### src/verilog/ioBusPkg.sv
package ioBusPkg;

	// word addresses of the memory mapped registers
	localparam logic [15:0] spiAddr = 16'h6001; // spi data and status
	localparam logic [15:0] ledAddr = 16'h6002; // led output register

	localparam int dataWidth = 16; // cpu word
	localparam int ledWidth = 8;

	// one bus cycle from the cpu
	typedef struct packed {
		logic [15:0] addr;
		logic [dataWidth-1:0] wdata;
		logic we; // single cycle write strobe
	} busReq;

	// registered read select, picks the word returned one cycle later
	typedef enum logic [1:0] {
		none = 2'd0, // unmapped address reads as zero
		spi = 2'd1,
		led = 2'd2
	} rdSel;

	// decoded write pulses for the devices
	typedef struct packed {
		logic spiWr;
		logic ledWr;
		logic [dataWidth-1:0] wdata; // write data shared by both devices
	} devStrobes;

endpackage

### src/verilog/spiPkg.sv
package spiPkg;

	localparam int byteWidth = 8; // bits per spi transfer

	// two clk cycles per sck period, eight periods per byte
	localparam int halfCycles = 16;
	localparam int countWidth = 4;

	// count value on the last half cycle, busy drops after it
	localparam logic [countWidth-1:0] lastCount = countWidth'(halfCycles - 1);

	// cpu write word as seen by the spi engine
	typedef struct packed {
		logic [6:0] reserved;
		logic csHigh; // set to raise csx and send nothing
		logic [byteWidth-1:0] txByte; // byte shifted out on mosi
	} spiCmd;

	// word returned on a status read
	typedef struct packed {
		logic busy; // bit 15
		logic [6:0] zero;
		logic [byteWidth-1:0] rxByte; // last byte received from miso
	} spiStatus;

	// pins toward the flash
	typedef struct packed {
		logic sck; // idles low
		logic csx; // active low chip select
		logic sdo; // mosi
	} spiPins;

endpackage
### src/verilog/flashIo.sv
module flashIo (
	input logic clk,
	input logic rst,
	input logic cfgDone, // held low until the fabric is configured
	input ioBusPkg::busReq req, // cpu bus, one request per cycle
	input logic sdi, // miso
	output spiPkg::spiPins pins, // sck, csx, mosi
	output logic [ioBusPkg::dataWidth-1:0] rdata, // valid the cycle after the address
	output logic [ioBusPkg::ledWidth-1:0] leds
);

	ioBusPkg::devStrobes strobes; // write pulses and data
	ioBusPkg::rdSel sel;
	spiPkg::spiStatus status;

	// address decode
	ioDecode decode0 (
		.clk(clk),
		.rst(rst),
		.req(req),
		.strobes(strobes),
		.sel(sel)
	);

	// spi engine
	spiMaster spi0 (
		.clk(clk),
		.rst(rst),
		.cfgDone(cfgDone),
		.strobes(strobes),
		.sdi(sdi),
		.pins(pins),
		.status(status)
	);

	// leds and read data
	ioResult result0 (
		.clk(clk),
		.rst(rst),
		.strobes(strobes),
		.sel(sel),
		.status(status),
		.rdata(rdata),
		.leds(leds)
	);

endmodule

### src/verilog/ioDecode.sv
module ioDecode (
	input logic clk,
	input logic rst,
	input ioBusPkg::busReq req,
	output ioBusPkg::devStrobes strobes,
	output ioBusPkg::rdSel sel
);

	logic spiHit; // address matches the spi register
	logic ledHit;
	ioBusPkg::rdSel selNext;

	// address compare, full 16 bit match
	assign spiHit = (req.addr == ioBusPkg::spiAddr);
	assign ledHit = (req.addr == ioBusPkg::ledAddr);

	// write pulses only exist for the cycle that carries we
	assign strobes.spiWr = req.we & spiHit;
	assign strobes.ledWr = req.we & ledHit;
	assign strobes.wdata = req.wdata; // devices pick their own fields

	// select for the read word
	always_comb begin
		if (spiHit) begin
			selNext = ioBusPkg::spi;
		end else if (ledHit) begin
			selNext = ioBusPkg::led;
		end else begin
			selNext = ioBusPkg::none; // anything else reads zero
		end
	end

	// the read answers in the following cycle
	always_ff @(posedge clk) begin
		if (rst) begin
			sel <= ioBusPkg::none;
		end else begin
			sel <= selNext;
		end
	end

endmodule

### src/verilog/ioResult.sv
module ioResult (
	input logic clk,
	input logic rst,
	input ioBusPkg::devStrobes strobes,
	input ioBusPkg::rdSel sel, // already one cycle behind the address
	input spiPkg::spiStatus status,
	output logic [ioBusPkg::dataWidth-1:0] rdata,
	output logic [ioBusPkg::ledWidth-1:0] leds
);

	logic [ioBusPkg::ledWidth-1:0] ledReg;

	// led register takes the low byte of the write word
	always_ff @(posedge clk) begin
		if (rst) begin
			ledReg <= '0; // leds dark after reset
		end else if (strobes.ledWr) begin
			ledReg <= strobes.wdata[ioBusPkg::ledWidth-1:0];
		end
	end

	assign leds = ledReg;

	// read word selected by the registered select
	// every source here is a flop so rdata is clean
	always_comb begin
		case (sel)
			ioBusPkg::spi: begin
				rdata = status; // busy in bit 15, rx byte below
			end
			ioBusPkg::led: begin
				rdata = {{(ioBusPkg::dataWidth - ioBusPkg::ledWidth){1'b0}}, ledReg};
			end
			default: begin
				rdata = '0; // unmapped
			end
		endcase
	end

endmodule

### src/verilog/spiMaster.sv
module spiMaster (
	input logic clk,
	input logic rst,
	input logic cfgDone, // fabric configuration done
	input ioBusPkg::devStrobes strobes,
	input logic sdi, // miso from the flash
	output spiPkg::spiPins pins,
	output spiPkg::spiStatus status
);

	spiPkg::spiCmd cmd; // write word viewed as a command
	logic start; // accepted write to the data register
	logic startXfer; // accepted write that sends a byte
	logic csReg; // chip select as last written
	logic busy; // transfer in progress
	logic [spiPkg::countWidth-1:0] count; // half cycle counter
	logic done; // last half cycle of a transfer
	logic sampleEn;
	logic shiftEn;
	logic misoSample; // miso captured as sck rises
	logic [spiPkg::byteWidth-1:0] shiftReg; // tx byte out, rx byte in

	assign cmd = spiPkg::spiCmd'(strobes.wdata);

	// software polls busy, a write during a transfer is dropped
	assign start = strobes.spiWr & ~busy;
	assign startXfer = start & ~cmd.csHigh;

	assign done = busy & (count == spiPkg::lastCount);

	// even counts have sck low and it rises at the end of them
	assign sampleEn = busy & ~count[0];
	// odd counts have sck high, the edge that ends them is the fall
	assign shiftEn = busy & count[0];

	// chip select follows bit 8 of every accepted write
	// low to send a byte, high to end a flash command
	always_ff @(posedge clk) begin
		if (rst) begin
			csReg <= 1'b1; // flash deselected out of reset
		end else if (start) begin
			csReg <= cmd.csHigh;
		end
	end

	// busy is set by a byte write and cleared after 16 half cycles
	always_ff @(posedge clk) begin
		if (rst) begin
			busy <= 1'b0;
		end else if (startXfer) begin
			busy <= 1'b1;
		end else if (done) begin
			busy <= 1'b0;
		end
	end

	// counter runs only while busy and wraps to zero with done
	always_ff @(posedge clk) begin
		if (rst) begin
			count <= '0;
		end else if (done) begin
			count <= '0; // ready for the next byte
		end else if (busy) begin
			count <= count + 1'b1;
		end
	end

	// flash drives miso on sck fall, so it is stable at the rise
	always_ff @(posedge clk) begin
		if (sampleEn) begin
			misoSample <= sdi;
		end
	end

	// circular buffer, tx msb leaves on mosi while rx bit enters the lsb
	// eight shifts per byte, the last one lands with done
	always_ff @(posedge clk) begin
		if (rst) begin
			shiftReg <= '0; // status reads zero after reset
		end else if (startXfer) begin
			shiftReg <= cmd.txByte; // csHigh writes keep the last rx byte
		end else if (shiftEn) begin
			shiftReg <= {shiftReg[spiPkg::byteWidth-2:0], misoSample};
		end
	end

	// sck at half the clk rate, high on odd counts only
	assign pins.sck = busy & count[0];
	// mosi changes on the same edge that drops sck
	assign pins.sdo = busy & shiftReg[spiPkg::byteWidth-1];
	// keep the flash deselected until the fabric is configured
	assign pins.csx = cfgDone ? csReg : 1'b1;

	assign status.busy = busy; // bit 15
	assign status.zero = '0;
	assign status.rxByte = shiftReg; // partial while busy

endmodule

### config.mk
export PLATFORM = sky130hd
export DESIGN_NAME = flashIo
export DESIGN_NICKNAME = d
export VERILOG_FILES = /design/src/verilog/ioBusPkg.sv /design/src/verilog/spiPkg.sv /design/src/verilog/flashIo.sv /design/src/verilog/ioDecode.sv /design/src/verilog/ioResult.sv /design/src/verilog/spiMaster.sv
export SDC_FILE = /design/constraint.sdc
export NUM_CORES = 1
export LEC_CHECK = 0
export ABC_AREA = 1
export BUFFER_PORTS_ARGS = -buffer_cell sky130_fd_sc_hd__buf_2
export CAP_MARGIN = 20
export CORE_ASPECT_RATIO = 0.7
export CORE_MARGIN = 2
export CORE_UTILIZATION = 29
export CTS_BUF_LIST = sky130_fd_sc_hd__clkbuf_8
export DETAILED_ROUTE_END_ITERATION = 10
export PLACE_DENSITY = 0.61
export SLEW_MARGIN = 20
export SYNTH_ARGS = -nofsm -noshare
export SYNTH_HDL_FRONTEND = slang
export SYNTH_HIERARCHICAL = 1
export SYNTH_SLANG_ARGS = --single-unit
### constraint.sdc
create_clock -name clk -period 3.5 [get_ports clk]
set_clock_uncertainty 0.15 [all_clocks]
set_input_delay 0.175 -clock clk [delete_from_list [all_inputs] [get_ports clk]]
set_output_delay 0.175 -clock clk [all_outputs]
set_load 0.01 [all_outputs]
==> impl_results.md, run 1 <==
* Number of iterations in the first detailed-routing pass at 4
* CP Launch Type: flip-flop
* HP Class: primary input to flip-flop
* Clock insertion delay at the later pin of the skew report at 0.27 ns
* Gpl congestion at 0.809
* P_leak at 0.879 nW
* Worst path required time at 3.17 ns
* Number of routed nets with antenna violations at 0
* Slew headroom at 55.0%
* Worst slack at placement at 1.53 ns
* CP peak stage delay at 0.75 ns
* Clock Tree Buf Depth at 2
* CP Max Fanout at 18
* Worst path slowest cell: dfxtp_1
* Final #Nets at 336
* Die Width at 95.2 um
* Initial antenna violation count at 0
* Setup TNS at 0 ns
* WP depth at 3
* Final worst path period need at 1.94 ns
* Post-CTS sizing at 0
* Setup ws final at 1.56 ns
* # DRC at 0
* FP Rows at 23
* Register Area at 510 um2
* Cells on worst reg2reg path at 4
* Root Buffer: clkbuf_8
* Core Area at 5670 um2
* Area growth syn-to-layout at 10.6%
* DIE AREA at 6450 um2
* Avg Cell Area, Syn at 6.36 um2
* WP data arrival at 1.62 ns
* Endpoints failing setup at 0
* Wire per inst at 9.84 um
* Fin. Hold Viols at 0
* Vias/cell at 4.28
* CP endpoint kind: primary output
* Worst hold stages at 5
* Filler instances at 656
* Ratio of final minimum period to clock period at 55.5%
* N_diodes at 0
* Vias in the first global route at 1346
* Post-CTS Hold Fix Bufs at 1
* Layout cell share with drive strength beyond 1 at 23.4%
* IO Port Bufs at 49
* Mapped Area at 1690 um2
* Global-route wire length before repair at 6230 um
* Multi-input gate area at 840 um2
* Outcome: finished clean
* Synthesized instance count at 265
* Largest net degree at the start of global routing at 19
* Die H at 67.8 um
* Hold WS at 0.0464 ns
* Power Density at 268 nW/um2
* YS warnings at 6
* Max VDD drop at 131 uV
* Vias at 1585
* Cell family with most CP delay: flip-flops
* H-Tree Level Count at 1
* Total power at 0.501 mW
* # IOs at 64
* Initial Util at 29.8%
* Total clock buffers created by CTS at 3
* Fin. max-slew vios at 0
* Detailed placement HPWL at 2820 um
* CP cell instances: nand2_2, inv_1, buf_2
* Worst Max-Slew Pin Slew at 0.674 ns
* Max cap viols at 0
* CP Buf/Inv Count at 2
* RSZ-0062 raised after global routing: no
* Clock Sinks at 25
* Gr ovfl total at 0
* CTS tree: done
* Post-Route WL at 3640 um
* Setup CP Type: flip-flop to primary output
* Post-CTS Setup Bufs at 0
* Worst-path clk slew at 0.09 ns
* Global-route total usage across every layer at 12.3%
* F_max at 0.515 GHz
* DRT iter0 DRCs at 101
==> where the power goes <==
| part | internal (mW) | switching, mW | total, mW |
|---|---|---|---|
| registers | 0.286 | 0.00000270 | 0.286 |
| clock network | 0.0797 | 0.0939 | 0.174 |
| logic | 0.0182 | 0.0228 | 0.0410 |
==> flip-flops by register name (all words and copies together) (netlist names) <==
name and flops:
spi0/misoSample 1, spi0/shiftReg 8, decode0/sel 2, result0/leds 8, spi0/csReg 1, spi0/count 4
spi0/busy 1
==> metrics by stage <==
step	utilization [%]	area, um2	instances
6_report	32.9	1870	370
5_1_grt	32.9	1870	370
4_1_cts	32.9	1860	370
3_5_place_dp	31.9	1810	365
3_3_place_gp	31.9	1810	365
2_1_floorplan	-	1710	271
==> per-layer routing <==
metal	vias to the layer above	track usage (%)	share of wire (%)
li1	843	-	-
met1	681	16.9	49
met2	56	18.8	41
met3	5	4.02	9.3
met4	0	2.17	0.69
met5	-	0	0
==> cell usage in the layout, fill, tap and decap left out <==
master and n:
nand2_1 72, nor2_2 6, dfxtp_1 24, clkinv_2 1
ha_1 3, nand3_1 27, dlygate4sd3_1 1, buf_2 49
nand3_4 1, nor3_1 1, inv_2 2, conb_1 7
edfxtp_1 1, xnor2_1 1, a21oi_2 3, nor2_1 41
nand2_2 3, a21oi_1 16, nand4_2 1, o21ai_0 2
inv_1 30, clkbuf_8 3
==> area by class of cell <==
type                       count  share of cell area, %
timing repair buffer          50                   13.7
tap                           75                   5.03
clock inverter                 1                  0.268
multi-input combinational    184                   45.0
clock buffer                   3                   2.21
inverter                      32                   6.44
sequential                    25                   27.4
==> worst min-delay path, cell delays in order <==
cell and delay (ns):
buf_2 0.10, inv_1 0.04, nand2_1 0.04, nand2_1 0.05, nor2_1 0.03
==> worst paths after layout <==
kind / startpoint / end / slack [ns]
worst min register to register: result0/leds[1] / result0/leds[1] / 0.33
worst max register to register: spi0/count[0] / spi0/count[3] / 1.78
worst min-delay path: req[7] / result0/leds[6] / 0.05
worst max-delay path: spi0/busy / pins[2] / 1.56
(Power assumes the default switching activity.)
==> run 2: changes to the inputs <==
--- a/config.mk
+++ b/config.mk
@@ -5,7 +5,7 @@
 export SDC_FILE = /design/constraint.sdc
 export NUM_CORES = 1
 export LEC_CHECK = 0
-export ABC_AREA = 1
+export ABC_AREA = 0
 export BUFFER_PORTS_ARGS = -buffer_cell sky130_fd_sc_hd__buf_2
 export CAP_MARGIN = 20
 export CORE_ASPECT_RATIO = 0.7
@@ -13,7 +13,7 @@
 export CORE_UTILIZATION = 29
 export CTS_BUF_LIST = sky130_fd_sc_hd__clkbuf_8
 export DETAILED_ROUTE_END_ITERATION = 10
-export PLACE_DENSITY = 0.61
+export PLACE_DENSITY = 0.62
 export SLEW_MARGIN = 20
 export SYNTH_ARGS = -nofsm -noshare
 export SYNTH_HDL_FRONTEND = slang
==> constraint.sdc (replaced) <==
create_clock -name clk -period 1.9 [get_ports clk]
set_clock_uncertainty 0.15 [all_clocks]
set_input_delay 0.095 -clock clk [delete_from_list [all_inputs] [get_ports clk]]
set_output_delay 0.095 -clock clk [all_outputs]
set_load 0.01 [all_outputs]
==> run 2 against run 1 <==
  * Highest routed layer unchanged
  * Via count fell by 20%
  * Worst hold slack improved by 0.019 ns
  * Area after synthesis decreased by 13%
  * Critical path depth rose by 3
  * Largest power group unchanged
  * Die area down 12%
  * Routed wire length is 8.6% lower
==> impl_results.md, run 2 <==
* Wire per inst at 11.4 um (+16%)
* Post-DP Area at 1680 um2 (-7.2%)
* Fin cells at 292 (-21%)
* Fin. Hold Viols at 0 (unchanged)
* FP Rows at 21 (-8.7%)
* Total power at 0.915 mW (+83%)
* Outcome: finished clean
* Register Area at 510 um2 (unchanged)
* F_max at 0.562 GHz
* Mapped Area at 1470 um2 (-13%)
* Clock insertion delay at the later pin of the skew report at 0.27 ns (about the same)
* Root Buffer: clkbuf_8
* CP Max Fanout at 2 (-16)
* Number of iterations in the first detailed-routing pass at 4 (unchanged)
* # IOs at 64 (unchanged)
* HP Class: primary input to flip-flop
* IO Port Bufs at 49 (unchanged)
* Final instance area at 1880 um2 (+0.80%)
* Layout cell share with drive strength beyond 1 at 32.7% (+9.3 points)
* Global-route total usage across every layer at 12.3% (+0.081 points)
* Largest net degree at the start of global routing at 22 (+3)
* Final core utilization at 38.9% (+6.0 points)
* H-Tree Level Count at 1 (unchanged)
* CP endpoint kind: flip-flop
* Final worst path period need at 1.78 ns
* RSZ-0062 raised after global routing: no
* CTS tree: done
* Comb pwr share at 7.9% (-0.3 points)
* YS warnings at 6 (unchanged)
* Endpoints failing setup at 0 (unchanged)
* Max VDD drop at 219 uV (+67%)
* # DRC at 0 (unchanged)
* P_leak at 0.768 nW (-13%)
* Setup ws final at 0.119 ns (-1.44 ns)
* Gr ovfl total at 0 (unchanged)
* Number of routed nets with antenna violations at 0 (unchanged)
* Total clock buffers created by CTS at 3 (unchanged)
* Ratio of final minimum period to clock period at 93.7%
* Setup CP Type: primary input to flip-flop
* Core Area at 4830 um2 (-15%)
* Clock power frac at 34.5% (-0.2 points)
* DIE AREA at 5660 um2 (-12%)
* Filler instances at 526 (-20%)
* Vias in the first global route at 1244 (-7.6%)
* Initial Util at 30.4% (+0.63 points)
* Multi-input gate area at 767 um2 (-8.6%)
* Placed cells at 273 (-25%)
* Max cap viols at 0 (unchanged)
* Hold WS at 0.0655 ns (+0.0191 ns)
* Area growth syn-to-layout at 28.0%
* Post-Route WL at 3330 um (-8.6%)
* DRT iter0 DRCs at 61 (-40%)
* WP data arrival at 1.84 ns (+0.22 ns)
* Seq pwr share at 57.6% (+0.5 points)
* Most common cell after layout, fill and taps aside: buf_2
* Most frequent cells in the layout: buf_2 (49), nor2_1 (34), dfxtp_1 (24), dlygate4sd3_1 (15)
* CP Launch Type: primary input
* Internal power at 0.717 mW (+87%)
* Worst path required time at 1.96 ns (-1.21 ns)
* Initial antenna violation count at 0 (unchanged)
* Synthesized instance count at 170 (-36%)
* Clock Tree Buf Depth at 2 (unchanged)
* Final #Nets at 264 (-21%)
* Psw at 0.198 mW (+70%)
* Gpl congestion at 0.723 (-11%)
* Sw Share at 21.6% (-1.7 points)
* Detailed placement HPWL at 2480 um (-12%)
* Die H at 63.5 um (-6.3%)
* Power Density at 486 nW/um2 (+81%)
* N_diodes at 0 (unchanged)
* Die Width at 89.1 um (-6.4%)
* Global-route wire length before repair at 5470 um (-12%)
* Vias at 1270 (-20%)
* Fin. max-slew vios at 0 (unchanged)
* Worst slack at placement at -0.000848 ns (-1.53 ns)
* Worst-path clk slew at 0.09 ns (about the same)
* Avg Cell Area, Syn at 8.64 um2 (+36%)
* Setup TNS at 0 ns (unchanged)
* Vias/cell at 4.35 (+1.5%)
* Clock Sinks at 25 (unchanged)
-- run 2: final timing paths --
kind                                 start                to  slack [ns]  cells past startpoint
worst max-delay path               req[26]    decode0/sel[1]        0.12                      6
worst min-delay path                req[9]  spi0/shiftReg[0]        0.07                      4
worst max register to register   spi0/busy  spi0/shiftReg[7]        0.47                      4
worst min register to register  spi0/csReg        spi0/csReg        0.37                      2
-- run 2: timing repair --
item,CTS,global route
hold buffers,15,0
resized for setup,0,2
endpoints found under the setup margin,0,4
setup buffers,0,0
endpoints found under the hold margin,16,0
-- run 2: area by class of cell --
class	count	area share, %
repair buffers	72	24.2
multi-input cells	118	40.8
clock buffers	3	2.20
flip-flops and latches	25	27.1
clock inverters	1	0.266
well taps	69	4.59
inverters	4	0.798
-- run 2: critical path: stages --
cell,delay [ns]
buf_2,0.10
nor4_2,0.28
dlygate4sd3_1,0.59
nand4_1,0.11
dlygate4sd3_1,0.58
nor2_1,0.08
-- run 2: routing by layer --
layer | wire length [um] | GRT usage [%] | share of wire, % | up-vias
met5 | 0 | 0 | 0 | -
met4 | 7 | 1.68 | 0.21 | 0
met3 | 191 | 3.67 | 5.7 | 2
met2 | 1500 | 20.2 | 45 | 34
met1 | 1620 | 16.4 | 49 | 572
li1 | - | - | - | 662
-- run 2: power by group through the flow --
stage | combinational (mW) | clock [mW] | sequential, mW
6_report | 0.0722 | 0.316 | 0.527
3_3_place_gp | 0.0524 | 0 | 0.539
3_5_place_dp | 0.0528 | 0 | 0.539
2_1_floorplan | 0.0405 | 0 | 0.539
5_1_grt | 0.0808 | 0.350 | 0.527
4_1_cts | 0.0728 | 0.332 | 0.527
==> run 3: changes to the inputs <==
--- a/config.mk
+++ b/config.mk
@@ -17,5 +17,4 @@
 export SLEW_MARGIN = 20
 export SYNTH_ARGS = -nofsm -noshare
 export SYNTH_HDL_FRONTEND = slang
-export SYNTH_HIERARCHICAL = 1
 export SYNTH_SLANG_ARGS = --single-unit
==> run 3 against run 2 <==
  * The flow now finishes with violations (hold timing)
  * Worst hold slack got worse by 0.067 ns
  * First-iteration DRC count up 95%
  * Combinational power rose by 32%
  * Cell count rose by 1.0%
  * Flip-flop and latch count unchanged
  * Clock power is 4% higher
  * Global-route usage up 1.4 points
==> impl_results.md, run 3 <==
* Hold worst-path end: spi0.csReg
* Ys async rst share at 0%
* CTS tree: done
* Post-synth EDFFs at 1
* CP Max Fanout at 6 (+4)
* Vias/cell at 4.76 (+9.3%)
* CP endpoint kind: flip-flop
* Share of the synthesized area in the top cell type at 32.8%
* Setup CP Type: primary input to flip-flop
* Global-route total usage across every layer at 13.8% (+1.4 points)
* Simple-gate share of the synthesized area at 30.3%
* Vias at 1403 (+10%)
* Gpl congestion at 0.746 (+3.1%)
* Post-Route WL at 3780 um (+14%)
* Gr ovfl total at 0 (unchanged)
* # DRC at 0 (unchanged)
* Setup TNS at 0 ns (unchanged)
* Final #Nets at 267 (+1.1%)
* FF-to-FF End: spi0.shiftReg[1]
* CP Launch Type: primary input
* Top cells by area, synth: dfxtp_1 (33%), nand3_1 (6.2%), a21oi_1 (5.8%)
* Clock Sinks at 25 (unchanged)
* Synthesized flop and latch total at 25
* Post-synthesis adder-cell area fraction at 2.57%
* Wire per inst at 12.8 um (+13%)
* CP Buf/Inv Count at 3 (unchanged)
* Number of routed nets with antenna violations at 0 (unchanged)
* Total power at 0.950 mW (+3.9%)
* RSZ-0062 raised after global routing: no
* Fin cells at 295 (+1.0%)
* Initial antenna violation count at 0 (unchanged)
* Fin. max-slew vios at 0 (unchanged)
* # IOs at 64 (unchanged)
* Filler instances at 496 (-5.7%)
* H-Tree Level Count at 1 (unchanged)
* Reg-to-reg slack, setup at 0.27 ns (-0.20 ns)
* Post-synth top area cell: dfxtp_1
* Post-Synth XOR/XNOR Area at 1.80%
* Synthesized instance count at 170 (unchanged)
* Hold Crit Start: req[9]
* Mapped Area at 1460 um2 (-0.43%)
* Layout cell share with drive strength beyond 1 at 32.7% (about the same)
* Placed cells at 278 (+1.8%)
* FP Rows at 21 (unchanged)
* Outcome: finished, violations left
* Fin. Hold Viols at 1 (+1)
* Detailed placement HPWL at 2740 um (+10%)
* YS warnings at 0 (-6)
* Seq/Total Area, Yosys at 34.9%
* Most frequent cells in the layout: buf_2 (49), dfxtp_1 (24), nand3_1 (18), a21oi_1 (17), nor2_1 (15)
* Core Area at 4810 um2 (-0.54%)
* Endpoints failing setup at 0 (unchanged)
* CP cell instances: dlygate4sd3_1, buf_2, nor3b_2, nand2_4, nor3_4, buf_12, mux2_2
* DRT iter0 DRCs at 119 (+95%)
* N_diodes at 0 (unchanged)
* Die Width at 88.9 um (-0.20%)
* Max cap viols at 0 (unchanged)
* WP data arrival at 1.78 ns (-0.06 ns)
* Clock insertion delay at the later pin of the skew report at 0.27 ns (about the same)
* Initial Util at 30.4% (+0.036 points)
* IO Port Bufs at 49 (unchanged)
* Root Buffer: clkbuf_8
* Slew headroom at 63.9%
* Unique masters post-synth at 39
* Synth Area in Compound Gates at 14.5%
* Failing checks: hold timing
* Max VDD drop at 252 uV (+15%)
* Worst path required time at 1.91 ns (-0.05 ns)
* Worst-path clk slew at 0.09 ns (about the same)
* Largest net degree at the start of global routing at 31 (+41%)
* Worst Max-Slew Pin Slew at 0.542 ns
* Most frequent cell after synthesis: dfxtp_1
* Total clock buffers created by CTS at 3 (unchanged)
* Die H at 63.4 um (-0.20%)
* Hold WS at -0.00190 ns (-0.0674 ns)
* F_max at 0.567 GHz (+0.90%)
* P_leak at 0.786 nW (+2.4%)
* Most common cell after layout, fill and taps aside: buf_2
* Largest family of logic cells by synthesized area: simple AND/OR/NAND/NOR gates
* Clock Tree Buf Depth at 2 (unchanged)
* Ratio of final minimum period to clock period at 92.9% (-0.83 points)
* HP Class: primary input to flip-flop
* Cells on worst reg2reg path at 5 (+1)
* Global-route wire length before repair at 6070 um (+11%)
* DIE AREA at 5640 um2 (-0.40%)
* Number of iterations in the first detailed-routing pass at 4 (unchanged)
* Vias in the first global route at 1281 (+3.0%)
* Final worst path period need at 1.77 ns (-0.0159 ns)
* Post-synthesis mux area share at 7.36%
* Power Density at 494 nW/um2 (+1.6%)
* Worst hold stages at 2 (-2)
* Primary FF master, synth: dfxtp_1
* Avg Cell Area, Syn at 8.60 um2 (-0.43%)
* Commonest cells post-synth: dfxtp_1 (24), nand3_1 (18), a21oi_1 (17)
* Area growth syn-to-layout at 31.5%
* Critical R2R Launch: spi0.busy
* Cell family with most CP delay: buffers and inverters
* CP peak stage delay at 0.52 ns (-0.07 ns)
* Worst path slowest cell: dlygate4sd3_1
-- run 3: area by class of cell --
cell class	count	area (um2)	area share (%)
clock buffers	3	41.3	2.15
clock inverters	1	5.00	0.260
inverters	3	11.3	0.586
multi-input cells	129	861	44.8
flip-flops and latches	25	510	26.5
well taps	69	86.3	4.49
repair buffers	65	408	21.2
-- run 3: logic make-up after synthesis --
family	Yosys count
other cells	1
flops	25
fa+ha+maj	3
buf+inv	22
xor+xnor	3
simple gates	71
compound gates	36
mux	9
-- run 3: metal layers --
layer | global-route usage (%) | vias to the layer above | part of all wire (%)
met5 | 0 | - | 0
met4 | 1.89 | 0 | 0.32
met3 | 3.54 | 2 | 7.9
met2 | 20.3 | 61 | 42
met1 | 20.5 | 649 | 50
li1 | - | 691 | -
-- run 3: power breakdown --
group	switching, mW	internal [mW]	total [mW]	leakage (nW)
Sequential	0.00000248	0.527	0.527	0.202
Clock	0.181	0.147	0.328	0.0255
Combinational	0.0467	0.0489	0.0956	0.558
-- run 3: worst max-delay path by stage --
stage | startpoint | slack (ns) | endpoint | cells past startpoint
2_1_floorplan | spi0.busy | 0.14 | spi0.shiftReg[5] | 5
3_3_place_gp | req[25] | 0.14 | spi0.shiftReg[4] | 5
3_5_place_dp | req[25] | 0.10 | spi0.shiftReg[0] | 5
4_1_cts | req[18] | 0.01 | spi0.shiftReg[1] | 6
5_1_grt | req[22] | 0.07 | decode0.sel[1] | 6
6_report | req[18] | 0.13 | spi0.shiftReg[1] | 7
-- run 3: per-stage QoR --
| stage | utilization [%] | area (um2) | setup WS [ns] |
|---|---|---|---|
| after detailed placement | 35.9 | 1730 | 0.103 |
| after floorplan | - | 1490 | 0.142 |
| after global routing | 40.0 | 1920 | 0.0674 |
| after global placement | 35.9 | 1730 | 0.143 |
| final | 40.0 | 1920 | 0.135 |
| after CTS | 39.4 | 1890 | 0.0105 |
-- run 3: repair_timing --
action	4_1_cts	5_1_grt
resized for setup	0	2
endpoints found under the hold margin	11	0
hold buffers	12	0
endpoints found under the setup margin	0	9
setup buffers	0	1
